<file path="src/design/debug_pkg.sv">
package debug_pkg;

    // Link and word widths
    localparam int NB_BYTE    = 8;
    localparam int NB_WORD    = 32;
    localparam int WORD_BYTES = NB_WORD / NB_BYTE;               // Bytes per instruction word

    // Pipeline segment widths
    localparam int NB_ID_EX   = 144;
    localparam int NB_EX_MEM  = 32;
    localparam int NB_MEM_WB  = 48;
    localparam int NB_WB_ID   = 40;
    localparam int NB_CONTROL = 24;                              // ID/EX control register

    // Dump layout with ID/EX first and the control register last
    localparam int NB_DUMP     = NB_ID_EX + NB_EX_MEM + NB_MEM_WB + NB_WB_ID + NB_CONTROL;
    localparam int DUMP_BYTES  = NB_DUMP / NB_BYTE;              // 36 bytes per dump
    localparam int NB_DUMP_CNT = $clog2(DUMP_BYTES + 1);         // Counts 0 up to DUMP_BYTES

    typedef logic [NB_BYTE-1:0]     byte_t;
    typedef logic [NB_WORD-1:0]     word_t;
    typedef logic [NB_DUMP-1:0]     dump_t;
    typedef logic [NB_DUMP_CNT-1:0] dump_cnt_t;

    // Program load constants
    localparam word_t INSTR_STEP = 32'd4;                        // Byte address step per word
    localparam word_t HALT_INSTR = 32'hffffffff;                 // Last word of a program

    // Host command bytes
    localparam byte_t CMD_LOAD       = 8'h01;
    localparam byte_t CMD_DEBUG      = 8'h02;
    localparam byte_t CMD_CONTINUOUS = 8'h04;
    localparam byte_t CMD_STEP       = 8'h08;
    localparam byte_t CMD_END_DEBUG  = 8'h10;

    // Controller modes
    typedef enum logic [2:0] {
        MODE_IDLE       = 3'd0,
        MODE_LOAD       = 3'd1,                                  // Bytes go to the loader
        MODE_DEBUG      = 3'd2,                                  // Waiting for step or end
        MODE_CONTINUOUS = 3'd3,                                  // Free running until i_end
        MODE_DUMP       = 3'd4                                   // Serializer is busy
    } mode_e;

endpackage

</file>
<file path="src/design/debug_ctrl.sv">
`timescale 1ns/1ps

module debug_ctrl (
    input  logic             clk,
    input  logic             i_rst_n,
    input  debug_pkg::byte_t i_rx,
    input  logic             i_rx_done,
    input  logic             i_end,
    input  logic             i_halt_seen,
    input  logic             i_dump_done,
    output logic             o_load_en,
    output logic             o_dump_req,
    output logic             o_step,
    output logic             o_start
);

    debug_pkg::mode_e mode_q;
    debug_pkg::mode_e mode_next;
    logic             ret_debug_q;                               // Where to go after the dump
    logic             ret_debug_next;
    logic             step_q;                                    // Single step pulse
    logic             step_next;
    logic             dump_req_next;

    always_comb begin
        mode_next      = mode_q;
        ret_debug_next = ret_debug_q;
        step_next      = 1'b0;
        dump_req_next  = 1'b0;
        case (mode_q)
            debug_pkg::MODE_IDLE: begin
                if (i_rx_done) begin
                    if (i_rx == debug_pkg::CMD_LOAD) begin
                        mode_next = debug_pkg::MODE_LOAD;
                    end else if (i_rx == debug_pkg::CMD_DEBUG) begin
                        mode_next = debug_pkg::MODE_DEBUG;
                    end else if (i_rx == debug_pkg::CMD_CONTINUOUS) begin
                        mode_next = debug_pkg::MODE_CONTINUOUS;
                    end
                end
            end
            debug_pkg::MODE_LOAD: begin
                if (i_halt_seen) begin
                    mode_next = debug_pkg::MODE_IDLE;            // Program is in memory
                end
            end
            debug_pkg::MODE_DEBUG: begin
                if (i_rx_done) begin
                    if (i_rx == debug_pkg::CMD_STEP) begin
                        step_next      = 1'b1;
                        dump_req_next  = 1'b1;
                        ret_debug_next = 1'b1;
                        mode_next      = debug_pkg::MODE_DUMP;
                    end else if (i_rx == debug_pkg::CMD_END_DEBUG) begin
                        dump_req_next  = 1'b1;                   // Final dump without a step
                        ret_debug_next = 1'b0;
                        mode_next      = debug_pkg::MODE_DUMP;
                    end
                end
            end
            debug_pkg::MODE_CONTINUOUS: begin
                if (i_end) begin
                    dump_req_next  = 1'b1;
                    ret_debug_next = 1'b0;
                    mode_next      = debug_pkg::MODE_DUMP;
                end
            end
            debug_pkg::MODE_DUMP: begin
                if (i_dump_done) begin
                    mode_next = ret_debug_q ? debug_pkg::MODE_DEBUG : debug_pkg::MODE_IDLE;
                end
            end
            default: begin
                mode_next = debug_pkg::MODE_IDLE;                // Unused encodings recover
            end
        endcase
    end

    always_ff @(posedge clk or negedge i_rst_n) begin
        if (!i_rst_n) begin
            mode_q      <= debug_pkg::MODE_IDLE;
            ret_debug_q <= 1'b0;
            step_q      <= 1'b0;
            o_dump_req  <= 1'b0;
        end else begin
            mode_q      <= mode_next;
            ret_debug_q <= ret_debug_next;
            step_q      <= step_next;
            o_dump_req  <= dump_req_next;
        end
    end

    assign o_load_en = (mode_q == debug_pkg::MODE_LOAD);
    assign o_step    = (mode_q == debug_pkg::MODE_CONTINUOUS) || step_q;  // Held or pulsed
    assign o_start   = mode_q inside {debug_pkg::MODE_DEBUG, debug_pkg::MODE_CONTINUOUS,
                                      debug_pkg::MODE_DUMP};

endmodule

</file>
<file path="src/design/debug_unit.sv">
`timescale 1ns/1ps

module debug_unit (
    input  logic                              clk,
    input  logic                              i_rst_n,
    input  debug_pkg::byte_t                  i_rx,
    input  logic                              i_rx_done,
    input  logic                              i_tx_done,
    input  logic                              i_end,
    input  logic [debug_pkg::NB_ID_EX-1:0]    i_seg_id_ex,
    input  logic [debug_pkg::NB_EX_MEM-1:0]   i_seg_ex_mem,
    input  logic [debug_pkg::NB_MEM_WB-1:0]   i_seg_mem_wb,
    input  logic [debug_pkg::NB_WB_ID-1:0]    i_seg_wb_id,
    input  logic [debug_pkg::NB_CONTROL-1:0]  i_ctrl_id_ex,
    output logic                              o_tx_start,
    output debug_pkg::byte_t                  o_data,
    output debug_pkg::word_t                  o_instruction,
    output debug_pkg::word_t                  o_instruction_address,
    output logic                              o_valid,
    output logic                              o_step,
    output logic                              o_start
);

    debug_pkg::dump_t dump;
    logic             load_en;
    logic             halt_seen;
    logic             dump_req;
    logic             dump_done;

    assign dump = {i_seg_id_ex, i_seg_ex_mem, i_seg_mem_wb, i_seg_wb_id, i_ctrl_id_ex};

    debug_ctrl u_debug_ctrl (
        .clk         (clk),
        .i_rst_n     (i_rst_n),
        .i_rx        (i_rx),
        .i_rx_done   (i_rx_done),
        .i_end       (i_end),
        .i_halt_seen (halt_seen),
        .i_dump_done (dump_done),
        .o_load_en   (load_en),
        .o_dump_req  (dump_req),
        .o_step      (o_step),
        .o_start     (o_start)
    );

    instr_loader u_instr_loader (
        .clk                   (clk),
        .i_rst_n               (i_rst_n),
        .i_load_en             (load_en),
        .i_rx                  (i_rx),
        .i_rx_done             (i_rx_done),
        .o_instruction         (o_instruction),
        .o_instruction_address (o_instruction_address),
        .o_valid               (o_valid),
        .o_halt_seen           (halt_seen)
    );

    dump_serializer u_dump_serializer (
        .clk         (clk),
        .i_rst_n     (i_rst_n),
        .i_dump_req  (dump_req),
        .i_dump      (dump),
        .i_tx_done   (i_tx_done),
        .o_tx_start  (o_tx_start),
        .o_data      (o_data),
        .o_dump_done (dump_done)
    );

endmodule

</file>
<file path="src/design/dump_serializer.sv">
`timescale 1ns/1ps

module dump_serializer (
    input  logic             clk,
    input  logic             i_rst_n,
    input  logic             i_dump_req,
    input  debug_pkg::dump_t i_dump,
    input  logic             i_tx_done,
    output logic             o_tx_start,
    output debug_pkg::byte_t o_data,
    output logic             o_dump_done
);

    debug_pkg::dump_t     snap_q;                                // Frozen pipeline state
    debug_pkg::dump_cnt_t sent_cnt;                              // Bytes handed to the transmitter
    logic                 busy;                                  // Waiting on the transmitter
    logic                 last_byte;
    logic                 next_byte;

    assign last_byte = (sent_cnt == debug_pkg::dump_cnt_t'(debug_pkg::DUMP_BYTES));
    assign next_byte = busy && i_tx_done && !last_byte;

    // Snapshot and outgoing byte
    always_ff @(posedge clk) begin
        if (i_dump_req) begin
            snap_q <= i_dump;
            o_data <= i_dump[debug_pkg::NB_DUMP-1 -: debug_pkg::NB_BYTE];  // Most significant byte first
        end else if (next_byte) begin
            snap_q <= snap_q << debug_pkg::NB_BYTE;
            o_data <= snap_q[debug_pkg::NB_DUMP-debug_pkg::NB_BYTE-1 -: debug_pkg::NB_BYTE];
        end
    end

    always_ff @(posedge clk or negedge i_rst_n) begin
        if (!i_rst_n) begin
            busy        <= 1'b0;
            sent_cnt    <= '0;
            o_tx_start  <= 1'b0;
            o_dump_done <= 1'b0;
        end else begin
            o_tx_start  <= 1'b0;
            o_dump_done <= 1'b0;
            if (i_dump_req) begin
                busy       <= 1'b1;
                sent_cnt   <= debug_pkg::dump_cnt_t'(1);
                o_tx_start <= 1'b1;                              // First byte right away
            end else if (busy && i_tx_done) begin
                if (last_byte) begin
                    busy        <= 1'b0;
                    o_dump_done <= 1'b1;                         // Whole dump is out
                end else begin
                    sent_cnt   <= sent_cnt + 1'b1;
                    o_tx_start <= 1'b1;
                end
            end
        end
    end

endmodule

</file>
<file path="src/design/instr_loader.sv">
`timescale 1ns/1ps

module instr_loader (
    input  logic             clk,
    input  logic             i_rst_n,
    input  logic             i_load_en,
    input  debug_pkg::byte_t i_rx,
    input  logic             i_rx_done,
    output debug_pkg::word_t o_instruction,
    output debug_pkg::word_t o_instruction_address,
    output logic             o_valid,
    output logic             o_halt_seen
);

    debug_pkg::word_t shift_q;
    debug_pkg::word_t shift_next;
    debug_pkg::word_t addr_q;
    logic [1:0]       byte_cnt;
    logic             take_byte;
    logic             word_done;

    assign take_byte  = i_load_en && i_rx_done;
    assign word_done  = take_byte && (byte_cnt == 2'(debug_pkg::WORD_BYTES - 1));
    assign shift_next = {shift_q[debug_pkg::NB_WORD-debug_pkg::NB_BYTE-1:0], i_rx};  // First byte ends up on top

    // Instruction assembly
    always_ff @(posedge clk) begin
        if (take_byte) begin
            shift_q <= shift_next;
        end
    end

    always_ff @(posedge clk or negedge i_rst_n) begin
        if (!i_rst_n) begin
            byte_cnt    <= '0;
            addr_q      <= '0;
            o_valid     <= 1'b0;
            o_halt_seen <= 1'b0;
        end else begin
            o_valid     <= word_done;                            // Write strobe for a full word
            o_halt_seen <= word_done && (shift_next == debug_pkg::HALT_INSTR);
            if (!i_load_en) begin
                byte_cnt <= '0;                                  // Fresh start on every load
                addr_q   <= '0;
            end else begin
                if (take_byte) begin
                    byte_cnt <= byte_cnt + 2'd1;                 // Wraps after the fourth byte
                end
                if (o_valid) begin
                    addr_q <= addr_q + debug_pkg::INSTR_STEP;    // Next word slot
                end
            end
        end
    end

    assign o_instruction         = shift_q;
    assign o_instruction_address = addr_q;

endmodule

</file>
<file path="config.mk">
export PLATFORM = sky130hd
export DESIGN_NAME = debug_unit
export DESIGN_NICKNAME = d
export VERILOG_FILES = /design/src/design/debug_pkg.sv /design/src/design/debug_ctrl.sv /design/src/design/debug_unit.sv /design/src/design/dump_serializer.sv /design/src/design/instr_loader.sv
export SDC_FILE = /design/constraint.sdc
export NUM_CORES = 1
export LEC_CHECK = 0
export BUFFER_PORTS_ARGS = -buffer_cell sky130_fd_sc_hd__buf_2
export CORE_ASPECT_RATIO = 0.8
export CORE_MARGIN = 1.5
export CORE_UTILIZATION = 52
export DETAILED_ROUTE_END_ITERATION = 12
export HOLD_SLACK_MARGIN = 0.03
export PLACE_DENSITY = 0.74
export SKIP_CTS_REPAIR_TIMING = 1
export SLEW_MARGIN = 20
export SYNTH_ARGS = -nofsm -noshare
export SYNTH_HDL_FRONTEND = slang
export SYNTH_SLANG_ARGS = --single-unit
</file>
<file path="constraint.sdc">
create_clock -name clk -period 33.5 [get_ports clk]
set_clock_uncertainty 0.05 [all_clocks]
set_input_delay 6.7 -clock clk [delete_from_list [all_inputs] [get_ports clk]]
set_output_delay 6.7 -clock clk [all_outputs]
set_load 0.02 [all_outputs]
</file>
==> results.md <==
* Sum Neg Setup Slack at 0 ns
* Fraction of layout cells with a size suffix above 1 at 0.5502
* HPWL after DPL at ~23,000 um
* Worst Path Max Fanout at 58
* Fin worst setup slack at around 25 ns
* CP dominant cell by count: buf_4
* Count leader, synth: edfxtp_1
* Pre-Repair DR Iteration Count at 5
* Iteration-0 DRC count of the detailed router at 596
* Vias per cell at roughly 5.4
* Die width at just under 200 um
* Clock buffer depth at 3
* Syn Std Cell Area at 15,530 um2
* Worst setup path category: input port to flip-flop
* Fmax at 111.5 MHz
* Crit path required time at approximately 34 ns
* Seq cells post-synth at 369
* Num CTS Buffers at 37
* Unrepaired setup endpoints after global routing: false
* Async S/R FF share, synth at 0.1328
* Post-synth EDFFs at 320
* Tot GR Track Use at 0.2094
* Final #Nets at between 1,500 and 2,000
* Max_slew headroom at 0.2869
* Final Slew Violations at 0
* Synth top area share at 0.6187
* CTS tree: built
* Status: completed
* Dominant synthesized flop cell: edfxtp_1
* Pin count of the biggest net entering global routing at between 80 and 90
* IO Port Bufs at roughly 370
* Synth cell count leaders: edfxtp_1, mux2_2, dfrtp_1
* Via count at roughly 9,000
* Hold crit path type: flip-flop to flip-flop
* CTS H-Tree Depth at 2
* Worst Max-Slew Pin Slew at about 1.1 ns
* Largest stage delay, worst path at approximately 0.7 ns
* P_leak at a little over 7 nW
* Setup violators final at 0
* Avg Inst Size Synth at ~17 um2
* # IOs at about 380
* CTS sink cnt at 369
* # rows at 56
* CTS Root Buffer Type: clkbuf_16
* Synth area leaders: edfxtp_1, mux2_2, dfrtp_1
* Worst skew pair latency at between 0.5 and 0.6 ns
* Min cycle time layout at around 9.0 ns
* Crit path DAT at approximately 9.1 ns
* Total global routing overflow at 0
* Total wire length at ~33,000 um
* VDD IR max at around 42 uV
* First-pass GRT wire length at approximately 50,000 um
* Crit-path cells: buf_2 > a21oi_1 > a31oi_4 > buf_4 > buf_4
* Die area at approximately 31,000 um2
* Die Y at 157.6 um
* Global placer's final weighted congestion at 0.8430
* Critical Path Source: i_tx_done
* Reg clk slew, reported paths at ~0.06 ns
* Sequential cell area fraction in the yosys report at 0.6976
* Power per Cell Area at 64.75 nW/um2
* Setup crit end kind: flip-flop
* Worst Hold Launch: u_dump_serializer.o_dump_done
* Dpl ws at ~24 ns
* Hold Violations, Final at 0
* Antenna Nets Post-Route at 0
* DR WL/cell at between 15 and 20 um
* Initial antenna violation count at 23
* Critical-path top delay cell: buf_4
* Area of the core at 29,360 um2
* Initial Util at 0.5291
* Vias in the first global route at 9,181
* Startpoint types: input port
* YS warnings at 0
* Synthesis-to-finish area growth at 21.90%
* FF-to-FF Start: u_debug_ctrl.o_dump_req
* Fin crit share at 0.2677
* Number of max-cap violations at 0
* Mapped Cells at slightly above 900
* Yosys cell types at 45
* Cell taking the most area after synthesis: edfxtp_1
* Number of remaining DRC errors at 0
-- power breakdown --
group	leakage [nW]	switching, W	total, W	internal (W)
clock	0.554	0.000166	0.000391	0.000225
combinational	2.93	0.0000868	0.000171	0.0000838
sequential	3.77	0.0000302	0.000664	0.000634
total	7.25	0.000283	0.00123	0.000943
-- area by class of cell --
class	instances	area, um2
Tap cell	377	471.7
Sequential cell	369	10840
Timing Repair Buffer	383	1939
Inverter	6	22.52
Clock inverter	18	165.2
Antenna cell	18	45.04
Clock buffer	43	948.4
Fill cell	2136	10420
Multi-Input combinational cell	495	4503
-- registers in the layout, summed over array words and instances, names as in the netlist --
signal / count
u_dump_serializer.snap_q: 280
u_instr_loader.byte_cnt: 2
u_instr_loader.o_instruction: 32
u_instr_loader.o_valid: 1
u_dump_serializer.o_dump_done: 1
u_instr_loader.o_halt_seen: 1
u_dump_serializer.sent_cnt: 6
u_dump_serializer.o_tx_start: 1
u_dump_serializer.busy: 1
u_debug_ctrl.o_dump_req: 1
u_dump_serializer.o_data: 8
u_debug_ctrl.step_q: 1
u_instr_loader.o_instruction_address: 30
u_debug_ctrl.ret_debug_q: 1
u_debug_ctrl.mode_q: 3
-- per-stage QoR --
step                hold WS, ns  instance area [um2]  total power, W    util  instances
floorplan                0.3790                15540       0.0008289       -        917
global placement         0.4003                17780       0.0008354  0.6055       1630
detailed placement       0.3962                17780       0.0008459  0.6055       1630
CTS                      0.4162                18890        0.001240  0.6434       1691
global route             0.4219                18920        0.001281  0.6443       1702
finish                   0.4102                18930        0.001226  0.6449       1709
-- layer usage --
metal  routed length [um]  track usage  vias up
met5                   72            0        -
met1                13340       0.2686     4470
met4                  488      0.06081       10
met3                 2882      0.07712       47
li1                     -            -     4331
met2                16190       0.3366      311
-- cell usage in the layout, fill, tap and decap left out, types with 2 or more instances in the layout --
master     Yosys  final
buf_2          5    374
edfxtp_1     320    320
mux2_2       280    280
dfrtp_1       49     48
clkbuf_16      0     37
nor2_1        27     27
a21oi_1       20     20
nand2_1       19     19
nand4_1       19     19
diode_2        0     18
nand3_1       16     16
or4_1         13     13
o31ai_1       12     12
and2_1        10     10
clkinv_2       0     10
xor2_1         9      9
buf_4          2      9
xnor2_1        8      8
inv_1          6      6
and4_1         6      6
o21ai_0        6      6
clkbuf_1      35      6
nor2b_1        5      5
and3_1         5      5
nor4_1         4      4
or3_1          4      4
mux2i_1        4      4
ha_1           4      4
bufinv_16      0      3
clkinv_1       0      3
nor3_1         2      2
nand3b_1       2      2
or2_2          2      2
o311ai_0       2      2
conb_1         1      2
-- critical path, delay by kind of cell --
kind,cells,cell delay (ns)
AOI/OAI and AO/OA,2,0.82
buffers and inverters,3,1.47
-- final timing paths --
check	end	slack [ns]	cells past startpoint
min	u_debug_ctrl.mode_q[2]	0.41	1
min in group asynchronous	u_instr_loader.o_instruction_address[20]	6.22	2
max	u_dump_serializer.snap_q[238]	24.53	5
max in group asynchronous	u_debug_ctrl.o_dump_req	26.65	2
max reg2reg	u_dump_serializer.snap_q[238]	29.71	4
min reg2reg	u_debug_ctrl.mode_q[2]	0.41	1
-- cell families after synthesis --
logic type | after synthesis | synth area share
other | 1 | 0.0002414
DFF | 369 | 0.6976
AOI/OAI and AO/OA | 48 | 0.01942
and+or+nand+nor | 140 | 0.05067
buffers and inverters | 53 | 0.01369
adders and majority gates | 4 | 0.003222
muxes | 284 | 0.2056
xor gates and xnor gates | 17 | 0.009586
No activity file was read; power rests on OpenSTA's default activity.
